<file path="src/rtl/board_pkg.sv">
package board_pkg;

  localparam int DATA_W = 32;
  localparam int REG_AW = 4;   // 16 registers
  localparam int ADDR_W = 12;  // apb address, also the immediate width

  typedef enum logic [3:0] {
    OP_LI   = 4'h0,
    OP_ADD  = 4'h1,
    OP_IO   = 4'h7,
    OP_HALT = 4'hA
  } opcode_t;

  // instruction word, msb first
  typedef struct packed {
    logic [ADDR_W-1:0] imm;
    logic [REG_AW-1:0] rs2;
    logic [REG_AW-1:0] rs1;
    logic [REG_AW-1:0] rd;
    logic [3:0]        opt;  // reserved
    opcode_t           opcode;
  } instr_t;

  typedef struct packed {
    logic              psel;
    logic              penable;
    logic              pwrite;
    logic [ADDR_W-1:0] paddr;
    logic [DATA_W-1:0] pwdata;
  } apb_req_t;

  typedef enum logic [2:0] {
    ST_IDLE,
    ST_FETCH,
    ST_EXEC,
    ST_IO_SETUP,
    ST_IO_ACCESS,
    ST_HALT
  } cpu_state_t;

endpackage

</file>
<file path="src/rtl/instr_rom.sv">
`timescale 1ns/1ps

module instr_rom import board_pkg::*; #(
  parameter int  ROM_DEPTH = 64,
  localparam int PC_W      = $clog2(ROM_DEPTH)
) (
  input  logic            clk,
  input  logic            rst_n,
  input  logic            run,
  input  apb_req_t        prog,
  output logic            prog_pready,
  input  logic [PC_W-1:0] pc,
  output instr_t          instr
);

  logic [DATA_W-1:0] mem [ROM_DEPTH];
  logic              prog_wr;

  // loading only while the cpu is stopped
  assign prog_wr     = prog.psel && prog.penable && prog.pwrite && !run;
  assign prog_pready = 1'b1;  // zero wait states

  always_ff @(posedge clk) begin
    if (prog_wr) begin
      mem[prog.paddr[PC_W-1:0]] <= prog.pwdata;
    end
  end

  // fetch port, one cycle latency
  always_ff @(posedge clk or negedge rst_n) begin
    if (!rst_n) begin
      instr <= '0;
    end else begin
      instr <= instr_t'(mem[pc]);
    end
  end

  // the loader must finish before run is raised
  a_no_prog_while_run: assert property (@(posedge clk) disable iff (!rst_n)
    prog.psel && prog.penable && prog.pwrite |-> !run);

endmodule

</file>
<file path="src/rtl/reg_file.sv">
`timescale 1ns/1ps

module reg_file import board_pkg::*; (
  input  logic              clk,
  input  logic              rst_n,
  input  logic [REG_AW-1:0] rs1,
  input  logic [REG_AW-1:0] rs2,
  input  logic              wr_en,
  input  logic [REG_AW-1:0] wr_idx,
  input  logic [DATA_W-1:0] wr_data,
  output logic [DATA_W-1:0] rd1,
  output logic [DATA_W-1:0] rd2
);

  localparam int NREG = 1 << REG_AW;

  logic [DATA_W-1:0] x [NREG];

  always_ff @(posedge clk or negedge rst_n) begin
    if (!rst_n) begin
      for (int i = 0; i < NREG; i++) begin
        x[i] <= '0;
      end
    end else if (wr_en) begin
      x[wr_idx] <= wr_data;
    end
  end

  // read ports see the old value during a write
  assign rd1 = x[rs1];
  assign rd2 = x[rs2];

endmodule

</file>
<file path="src/rtl/cpu_ctrl.sv">
`timescale 1ns/1ps

module cpu_ctrl import board_pkg::*; #(
  parameter int  ROM_DEPTH = 64,
  localparam int PC_W      = $clog2(ROM_DEPTH)
) (
  input  logic              clk,
  input  logic              rst_n,
  input  logic              run,
  output logic [PC_W-1:0]   pc,
  input  instr_t            instr,
  output logic [REG_AW-1:0] rs1,
  output logic [REG_AW-1:0] rs2,
  input  logic [DATA_W-1:0] rd1,
  input  logic [DATA_W-1:0] rd2,
  output logic              wr_en,
  output logic [REG_AW-1:0] wr_idx,
  output logic [DATA_W-1:0] wr_data,
  output apb_req_t          io_req,
  input  logic              io_pready,
  output logic              halted
);

  cpu_state_t        state;
  cpu_state_t        state_nxt;
  logic [ADDR_W-1:0] io_addr;
  logic [DATA_W-1:0] io_data;
  logic              io_sel;

  always_comb begin
    state_nxt = state;
    case (state)
      ST_IDLE:      if (run) state_nxt = ST_FETCH;
      ST_FETCH:     state_nxt = ST_EXEC;
      ST_EXEC: begin
        case (instr.opcode)
          OP_IO:   state_nxt = ST_IO_SETUP;
          OP_HALT: state_nxt = ST_HALT;
          default: state_nxt = ST_FETCH;  // li, add, no-op
        endcase
      end
      ST_IO_SETUP:  state_nxt = ST_IO_ACCESS;
      ST_IO_ACCESS: if (io_pready) state_nxt = ST_FETCH;
      default:      state_nxt = ST_HALT;  // stuck until reset
    endcase
  end

  always_ff @(posedge clk or negedge rst_n) begin
    if (!rst_n) begin
      state <= ST_IDLE;
      pc    <= '0;
    end else begin
      state <= state_nxt;
      // rom samples the old pc on this same edge
      if (state == ST_FETCH) begin
        pc <= (pc == PC_W'(ROM_DEPTH - 1)) ? '0 : pc + 1'b1;
      end
    end
  end

  // instr moves on after exec, so keep the io operands
  always_ff @(posedge clk) begin
    if (state == ST_EXEC && instr.opcode == OP_IO) begin
      io_addr <= instr.imm;
      io_data <= rd1;
    end
  end

  assign rs1    = instr.rs1;
  assign rs2    = instr.rs2;
  assign wr_idx = instr.rd;

  always_comb begin
    wr_en   = 1'b0;
    wr_data = '0;
    if (state == ST_EXEC) begin
      case (instr.opcode)
        OP_LI: begin
          wr_en   = 1'b1;
          wr_data = DATA_W'(instr.imm);  // zero extended
        end
        OP_ADD: begin
          wr_en   = 1'b1;
          wr_data = rd1 + rd2;
        end
        default: ;
      endcase
    end
  end

  assign io_sel = (state == ST_IO_SETUP) || (state == ST_IO_ACCESS);

  always_comb begin
    io_req.psel    = io_sel;
    io_req.penable = (state == ST_IO_ACCESS);
    io_req.pwrite  = io_sel;  // write only
    io_req.paddr   = io_addr;
    io_req.pwdata  = io_data;
  end

  assign halted = (state == ST_HALT);

  a_io_hold: assert property (@(posedge clk) disable iff (!rst_n)
    io_req.psel && io_req.penable && !io_pready |=> $stable(io_req));

endmodule

</file>
<file path="src/rtl/baud_timer.sv">
`timescale 1ns/1ps

module baud_timer #(
  parameter int  WAIT = 4,
  localparam int CW   = (WAIT > 1) ? $clog2(WAIT) : 1
) (
  input  logic clk,
  input  logic rst_n,
  input  logic start,
  output logic bit_end,
  output logic frame_end
);

  logic          active;
  logic [CW-1:0] clk_cnt;
  logic [3:0]    bit_cnt;  // start, 8 data, stop

  assign bit_end   = active && (clk_cnt == CW'(WAIT - 1));
  assign frame_end = bit_end && (bit_cnt == 4'd9);

  always_ff @(posedge clk or negedge rst_n) begin
    if (!rst_n) begin
      active  <= 1'b0;
      clk_cnt <= '0;
      bit_cnt <= '0;
    end else if (start) begin
      // wins over frame_end for back-to-back frames
      active  <= 1'b1;
      clk_cnt <= '0;
      bit_cnt <= '0;
    end else if (bit_end) begin
      clk_cnt <= '0;
      bit_cnt <= bit_cnt + 1'b1;
      if (frame_end) active <= 1'b0;
    end else if (active) begin
      clk_cnt <= clk_cnt + 1'b1;
    end
  end

  // a new frame never cuts into a running one
  a_start_clean: assert property (@(posedge clk) disable iff (!rst_n)
    start |-> !active || frame_end);

endmodule

</file>
<file path="src/rtl/uart_tx.sv">
`timescale 1ns/1ps

module uart_tx import board_pkg::*; #(
  parameter int WAIT = 4
) (
  input  logic     clk,
  input  logic     rst_n,
  input  apb_req_t io_req,
  output logic     io_pready,
  output logic     tx,
  output logic     busy
);

  logic       access;
  logic       addr_hit;
  logic       load;
  logic       bit_end;
  logic       frame_end;
  logic [9:0] shift;  // lsb is on the line

  assign access   = io_req.psel && io_req.penable;
  assign addr_hit = (io_req.paddr == '0);

  // last stop-bit cycle may already take the next byte
  assign io_pready = access && (!addr_hit || !busy || frame_end);
  assign load      = io_pready && addr_hit && io_req.pwrite;

  baud_timer #(
    .WAIT(WAIT)
  ) timer (
    .clk      (clk),
    .rst_n    (rst_n),
    .start    (load),
    .bit_end  (bit_end),
    .frame_end(frame_end)
  );

  always_ff @(posedge clk or negedge rst_n) begin
    if (!rst_n) begin
      shift <= '1;  // idle line high
      busy  <= 1'b0;
    end else if (load) begin
      shift <= {1'b1, io_req.pwdata[7:0], 1'b0};
      busy  <= 1'b1;
    end else if (bit_end) begin
      shift <= {1'b1, shift[9:1]};  // ones fill behind the stop bit
      if (frame_end) busy <= 1'b0;
    end
  end

  assign tx = shift[0];

  // the next byte waits for the last cycle of the frame
  a_no_accept_busy: assert property (@(posedge clk) disable iff (!rst_n)
    load |=> !(access && addr_hit && io_pready) [*(10 * WAIT - 1)]);

  // every accepted byte holds the transmitter for a whole frame
  a_frame_len: assert property (@(posedge clk) disable iff (!rst_n)
    load |=> busy [*(10 * WAIT)]);

endmodule

</file>
<file path="src/rtl/mother_board.sv">
`timescale 1ns/1ps

module mother_board import board_pkg::*; #(
  parameter int WAIT      = 4,
  parameter int ROM_DEPTH = 64
) (
  input  logic     clk,
  input  logic     rst_n,
  input  logic     run,
  input  apb_req_t prog,
  output logic     prog_pready,
  output logic     uart_tx,
  output logic     tx_busy,
  output logic     halted
);

  localparam int PC_W = $clog2(ROM_DEPTH);

  logic [PC_W-1:0]   pc;
  instr_t            instr;
  logic [REG_AW-1:0] rs1;
  logic [REG_AW-1:0] rs2;
  logic [DATA_W-1:0] rd1;
  logic [DATA_W-1:0] rd2;
  logic              wr_en;
  logic [REG_AW-1:0] wr_idx;
  logic [DATA_W-1:0] wr_data;
  apb_req_t          io_req;
  logic              io_pready;

  instr_rom #(
    .ROM_DEPTH(ROM_DEPTH)
  ) rom (
    .clk, .rst_n, .run, .prog, .prog_pready, .pc, .instr
  );

  reg_file gr_file (
    .clk, .rst_n, .rs1, .rs2, .wr_en, .wr_idx, .wr_data, .rd1, .rd2
  );

  cpu_ctrl #(
    .ROM_DEPTH(ROM_DEPTH)
  ) cpu (
    .clk, .rst_n, .run, .pc, .instr,
    .rs1, .rs2, .rd1, .rd2,
    .wr_en, .wr_idx, .wr_data,
    .io_req, .io_pready, .halted
  );

  // io address 0 is the uart data register
  uart_tx #(
    .WAIT(WAIT)
  ) transmitter (
    .clk      (clk),
    .rst_n    (rst_n),
    .io_req   (io_req),
    .io_pready(io_pready),
    .tx       (uart_tx),
    .busy     (tx_busy)
  );

endmodule

</file>
<file path="config.mk">
export PLATFORM = sky130hd
export DESIGN_NAME = mother_board
export DESIGN_NICKNAME = d
export VERILOG_FILES = /design/src/rtl/board_pkg.sv /design/src/rtl/instr_rom.sv /design/src/rtl/reg_file.sv /design/src/rtl/cpu_ctrl.sv /design/src/rtl/baud_timer.sv /design/src/rtl/uart_tx.sv /design/src/rtl/mother_board.sv
export SDC_FILE = /design/constraint.sdc
export NUM_CORES = 2
export LEC_CHECK = 0
export BUFFER_PORTS_ARGS = -buffer_cell sky130_fd_sc_hd__buf_2
export CAP_MARGIN = 20
export CELL_PAD_IN_SITES_DETAIL_PLACEMENT = 1
export CELL_PAD_IN_SITES_GLOBAL_PLACEMENT = 2
export CORE_MARGIN = 2
export CORE_UTILIZATION = 40
export CTS_BUF_LIST = sky130_fd_sc_hd__clkbuf_8
export DETAILED_ROUTE_END_ITERATION = 10
export PLACE_DENSITY_LB_ADDON = 0.1
export SLEW_MARGIN = 20
export SYNTH_ARGS = -nofsm -noshare
export SYNTH_HDL_FRONTEND = slang
export SYNTH_HIERARCHICAL = 1
export SYNTH_SLANG_ARGS = --single-unit
</file>
<file path="constraint.sdc">
create_clock -name clk -period 5.1 [get_ports clk]
set_input_delay 0.51 -clock clk [delete_from_list [all_inputs] [get_ports clk]]
set_output_delay 0.51 -clock clk [all_outputs]
set_load 0.01 [all_outputs]
</file>
Word level (Yosys, flattened, before mapping) --
Memories as Yosys holds them, arrays and structs flattened. A register that Yosys moved wholly into a read port is not among the register bits. Cells that the tools add are included.
Storage, ports and cells: word-level logic and storage cells 106, bits in latches 0, input bits 50, bits in registers 558, bits in read-only memories 0, memories kept 1, memory bits (writable) 2048, output and inout bits 4
Memories:
- rom.mem | words 64, width 32, read ports 1, clocked after memory_dff 1, write ports 1, line instr_rom.sv:16 | logic [DATA_W-1:0] mem [ROM_DEPTH];
Cells by class: shifts and indexed selects 0, $lt $le $gt $ge 4, reductions and logical operators 27, div/mod/pow operators 0, equal/unequal tests 13, $mul 0, bitwise logic cells 3, multiplexer cells 30, add/sub/neg operators 4
Operator list (count):
- $bwmux 512 | 1
- $bmux 32 s4 | 2
- $mux 32 | 6
- $demux 32 s4 | 1
- $pmux 32 s2 | 1
- $add 32x32->32 | 1
- $mux 10 | 2
- $ge 5x5->1 const B | 3
- $not 4->5 | 3
- $pmux 3 s5 | 1
- $logic_not 12->1 | 1
- $logic_and 1x1->1 | 11
- $eq 4x4->1 const B | 2
- $mux 4 | 2
- $mux 1 | 7
- $add 6x1->6 const B | 1
- $eq 3x2->1 const B | 2
- $eq 3x3->1 const B | 2
- $eq 6x6->1 const B | 1
- $mux 2 | 3
- $mux 3 | 2
- $mux 6 | 1
- $pmux 3 s2 | 1
- $lt 5x1->1 const B | 1
- 15 further kinds | 23

Depth between registers and ports, before layout --
word-level depth 9, gate-level depth with buffers 17, depth with buffers taken out 13

By module --
The synthesis kept the hierarchy.
Modules (own cells, without submodules):
- instr_rom | area each 78736.8 um2, cells an instance 3221, sequential area each 62299.8 um2, instances 1
- reg_file | area each 26457.9 um2, cells an instance 1675, sequential area each 12812.3 um2, instances 1
- cpu_ctrl | area each 3769.9 um2, cells an instance 389, sequential area each 1546.5 um2, instances 1
- uart_tx | area each 576.8 um2, cells an instance 42, sequential area each 261.5 um2, instances 1
- baud_timer | area each 350.3 um2, cells an instance 33, sequential area each 175.2 um2, instances 1

Least setup slack after synthesis --
No wires, ideal clock.
path kind reg2reg, start point reg rom/instr[12] (netlist name), end point reg gr_file/x[222] (netlist name), setup time 0.065 ns, path buffers 4, required time 5.035 ns, setup slack 0.665 ns, period minus slack after synthesis 4.435 ns, stages on the path, launching flop included 20, arrival time 4.370 ns, path through dfrtp_1 buf_4 clkbuf_1 buf_2 mux4_2 a22oi_1 nand2_1 ha_1 inv_1 fa_1 nor2b_4 o31ai_2 a21oi_1 o31a_1 a21oi_4 o21bai_2 a311oi_2 mux2i_1 clkbuf_1 mux2_2
On the way: word-level cells in the longest chain between the ends 8
Ends and longest elaborated chain:
- $not 4->5 (not written as such) | line reg_file.sv:30 | assign rd1 = x[rs1];
- $bmux 32 s4 | line reg_file.sv:30
- $mux 32 (not written as such) (2 in series) | line reg_file.sv:30
- named net rd1[0] | line mother_board.sv:23 | logic [DATA_W-1:0] rd1;
- $add 32x32->32 | line cpu_ctrl.sv:84 | wr_data = rd1 + rd2;
- $pmux 32 s2 | line cpu_ctrl.sv:77 | case (instr.opcode)
- $mux 32 | line cpu_ctrl.sv:76 | if (state == ST_EXEC) begin
- named net wr_data[30] | line mother_board.sv:27 | logic [DATA_W-1:0] wr_data;
- $bwmux 512 | line reg_file.sv:25 | x[wr_idx] <= wr_data;
- end signal: indexed assignment | line reg_file.sv:25
- end: declaration | line reg_file.sv:17 | logic [DATA_W-1:0] x [NREG];
The timed path passes the listed nets, and every way through them passes these cells. The select of a mux whose other input is x is not followed. A chain may end at the register's enable or synchronous reset.

Final worst setup path --
start point reg rom/instr[16] (netlist name), end point reg gr_file/x[263] (netlist name)
On the way: word-level cells in the longest chain between the ends 8
Ends and longest elaborated chain:
- $not 4->5 (not written as such) | line reg_file.sv:31 | assign rd2 = x[rs2];
- $bmux 32 s4 | line reg_file.sv:31
- $mux 32 (not written as such) (2 in series) | line reg_file.sv:31
- named net rd2[2] | line mother_board.sv:24 | logic [DATA_W-1:0] rd2;
- $add 32x32->32 | line cpu_ctrl.sv:84
- $pmux 32 s2 | line cpu_ctrl.sv:77
- $mux 32 | line cpu_ctrl.sv:76
- named net wr_data[7] | line mother_board.sv:27
- $bwmux 512 | line reg_file.sv:25
The timed path passes the listed nets, and every way through them passes these cells. The select of a mux whose other input is x is not followed.

==> results.json <==
{
  "power.density_nw_per_um2": 473,
  "outcome": "finished clean",
  "drt-wirelength-per-cell_um": 32.3,
  "layout_fillers": 17800,
  "finish.net_count": 3931,
  "clock_sinks": 1994,
  "finalCritPeriodShare": 0.874,
  "post-cts-setup-buffer-count": 0,
  "timing.max_cap.violations": 0,
  "vias_per_cell": 5.63,
  "io_pins": 54,
  "cts_hold_buf": 3,
  "worst-slew-pin-transition_ns": 1.11,
  "num_vias": 37900,
  "data_required_time_of_the_worst_path_ns": 6.07,
  "die-width_um": 447,
  "cts.repair.resized": 0,
  "grt_pass1_vias": 41700,
  "drt.antenna.violating_nets": 0,
  "grt.busiest_layer": "met2",
  "worstSetupPathType": "register to register",
  "maxClockFrequency_mhz": 224,
  "core_region_area_sq_um": 195000,
  "dpl.hpwl_um": 125000,
  "max-slew-margin-rel": 0.259,
  "worst-endpoint-arrival_ns": 5.43,
  "post_synth_inst_count": 3552,
  "timing.critical_path.fanout_max": 16,
  "synth.avg_cell_area_sq_um": 22.1,
  "worstSkewPairLatency_ns": 1.05,
  "core.rowCount": 162,
  "root_buffer": "clkbuf_8",
  "grt_max_degree": 86,
  "yosysWarnings": 6,
  "floorplan.initialDensity": 0.403,
  "netlist_area_sq_um": 78500,
  "hold_viol": 0,
  "grt.total_usage": 0.222,
  "vdd.ir_drop.worst_v": 0.000547,
  "post-route-drc-count": 0,
  "cts.clk_slew.worst_paths_ns": 0.06,
  "grt.overflow.total": 0,
  "period_needed_ns": 4.46,
  "setup_tns_ns": 0,
  "final_setup_violations": 0,
  "cts_buffers": 353,
  "synth.net_count": 3615,
  "cellLeakagePower_uw": 0.0291,
  "gp_congestion": 0.783,
  "slew_viol_final": 0,
  "postRouteWirelength_um": 218000,
  "globalRouteMet1Util": 0.299,
  "tritoncts_clock_tree": "built",
  "area_growth_syn_to_layout_pct": 13.5,
  "drive_above_1_share": 0.362,
  "port_buffers": 42,
  "fin_worst_skew_ns": 0.0531,
  "final_core_utilization": 0.457,
  "hold_path.class": "input port to async pin",
  "total_die_area_sq_um": 200000,
  "ctsHtreeMaxLevel": 5,
  "drt_pre_antenna_iters": 5,
  "grt_first_pass_wirelength_um": 312000,
  "critPathLaunchType": "register",
  "fin_worst_hold_slack_ns": 0.0489,
  "use_met3": 0.0337,
  "max-clock-path-buffers": 4,
  "drt_iter0_markers": 3464,
  "antenna_found_initial": 18,
  "rsz_0062_raised_after_global_routing": "no",
  "die_span_in_y_um": 447,
  "crit_path_end_kind": "register",
  "grt_util_met2": 0.375
}
path summary, 6_finish.rpt:
path,endpoint,cells after the start,slack [ns],startpoint
setup / recovery,gr_file/x[263],12,0.64,rom/instr[16]
hold / removal,gr_file/x[420],2,0.05,rst_n
setup reg to reg,gr_file/x[263],12,0.64,rom/instr[16]
hold reg to reg,cpu/io_addr[11],0,0.43,rom/instr[31]
max in group asynchronous,cpu/state[1],3,3.86,rst_n
min in group clk,rom/mem[34][0],1,0.05,prog[0]
worst max-delay path, stage by stage, from the launching register on:
cell	delay (ns)
dfrtp_2	0.74
mux4_2	0.58
a22oi_1	0.39
nand2_1	0.15
ha_1	0.37
o211ai_1	0.11
o21ai_0	0.40
nand3_1	0.14
and2_1	0.22
xnor2_1	0.15
mux2i_1	0.09
nor2_1	0.71
mux2_2	0.32
per-stage QoR:
stage	power (uW)	area [sq um]	instances	setup WS [ns]
2_1_floorplan	25700	78500	3552	1.71
3_3_place_gp	29300	82800	6133	0.754
3_5_place_dp	29400	82800	6133	0.664
4_1_cts	42800	89000	6734	0.607
5_1_grt	43900	89100	6739	0.365
6_report	42200	89100	6742	0.641
cell type report:
type	instances	area (sq um)	area share
clock buffer	370	5090	0.0572
tap	2624	3280	0.0369
sequential	1994	59000	0.662
multi-input combinational	1274	18700	0.210
clock inverter	228	1080	0.0121
inverter	12	45.0	0.000506
antenna	7	17.5	0.000197
timing repair buffer	233	1880	0.0211
state kept, by name, indices dropped and copies added, names as in the netlist:
register	count
cpu/pc	6
cpu/state	3
transmitter/shift	9
cpu/io_data	8
cpu/io_addr	12
gr_file/x	128
rom/instr	28
transmitter/busy	1
transmitter/timer/active	1
rom/mem	1792
transmitter/timer/clk_cnt	2
transmitter/timer/bit_cnt	4
per-layer routing:
layer / vias up / wire [um]
li1: 15500 / -
met1: 20900 / 91400
met2: 1088 / 110000
met3: 378 / 10300
met4: 2 / 5410
met5: - / 13
cell usage in the layout (no fill, tap or decap), types with 33 or more instances in the layout:
cell type,count
a22oi_1,57
buf_2,37
buf_4,175
clkbuf_8,371
clkinv_1,63
clkinv_2,33
dfrtp_1,166
edfxtp_1,1812
inv_1,131
mux2_2,144
mux2i_1,44
mux4_2,580
nand2_1,57
nor2_1,53
nor2_4,64
o22ai_1,48
where the power goes:
part	internal, uW	total [uW]	switching [uW]
logic	4740	10200	5480
registers	18000	18600	587
clock network	6950	13300	6380
Note: power is estimated with default switching activity, not from simulation.
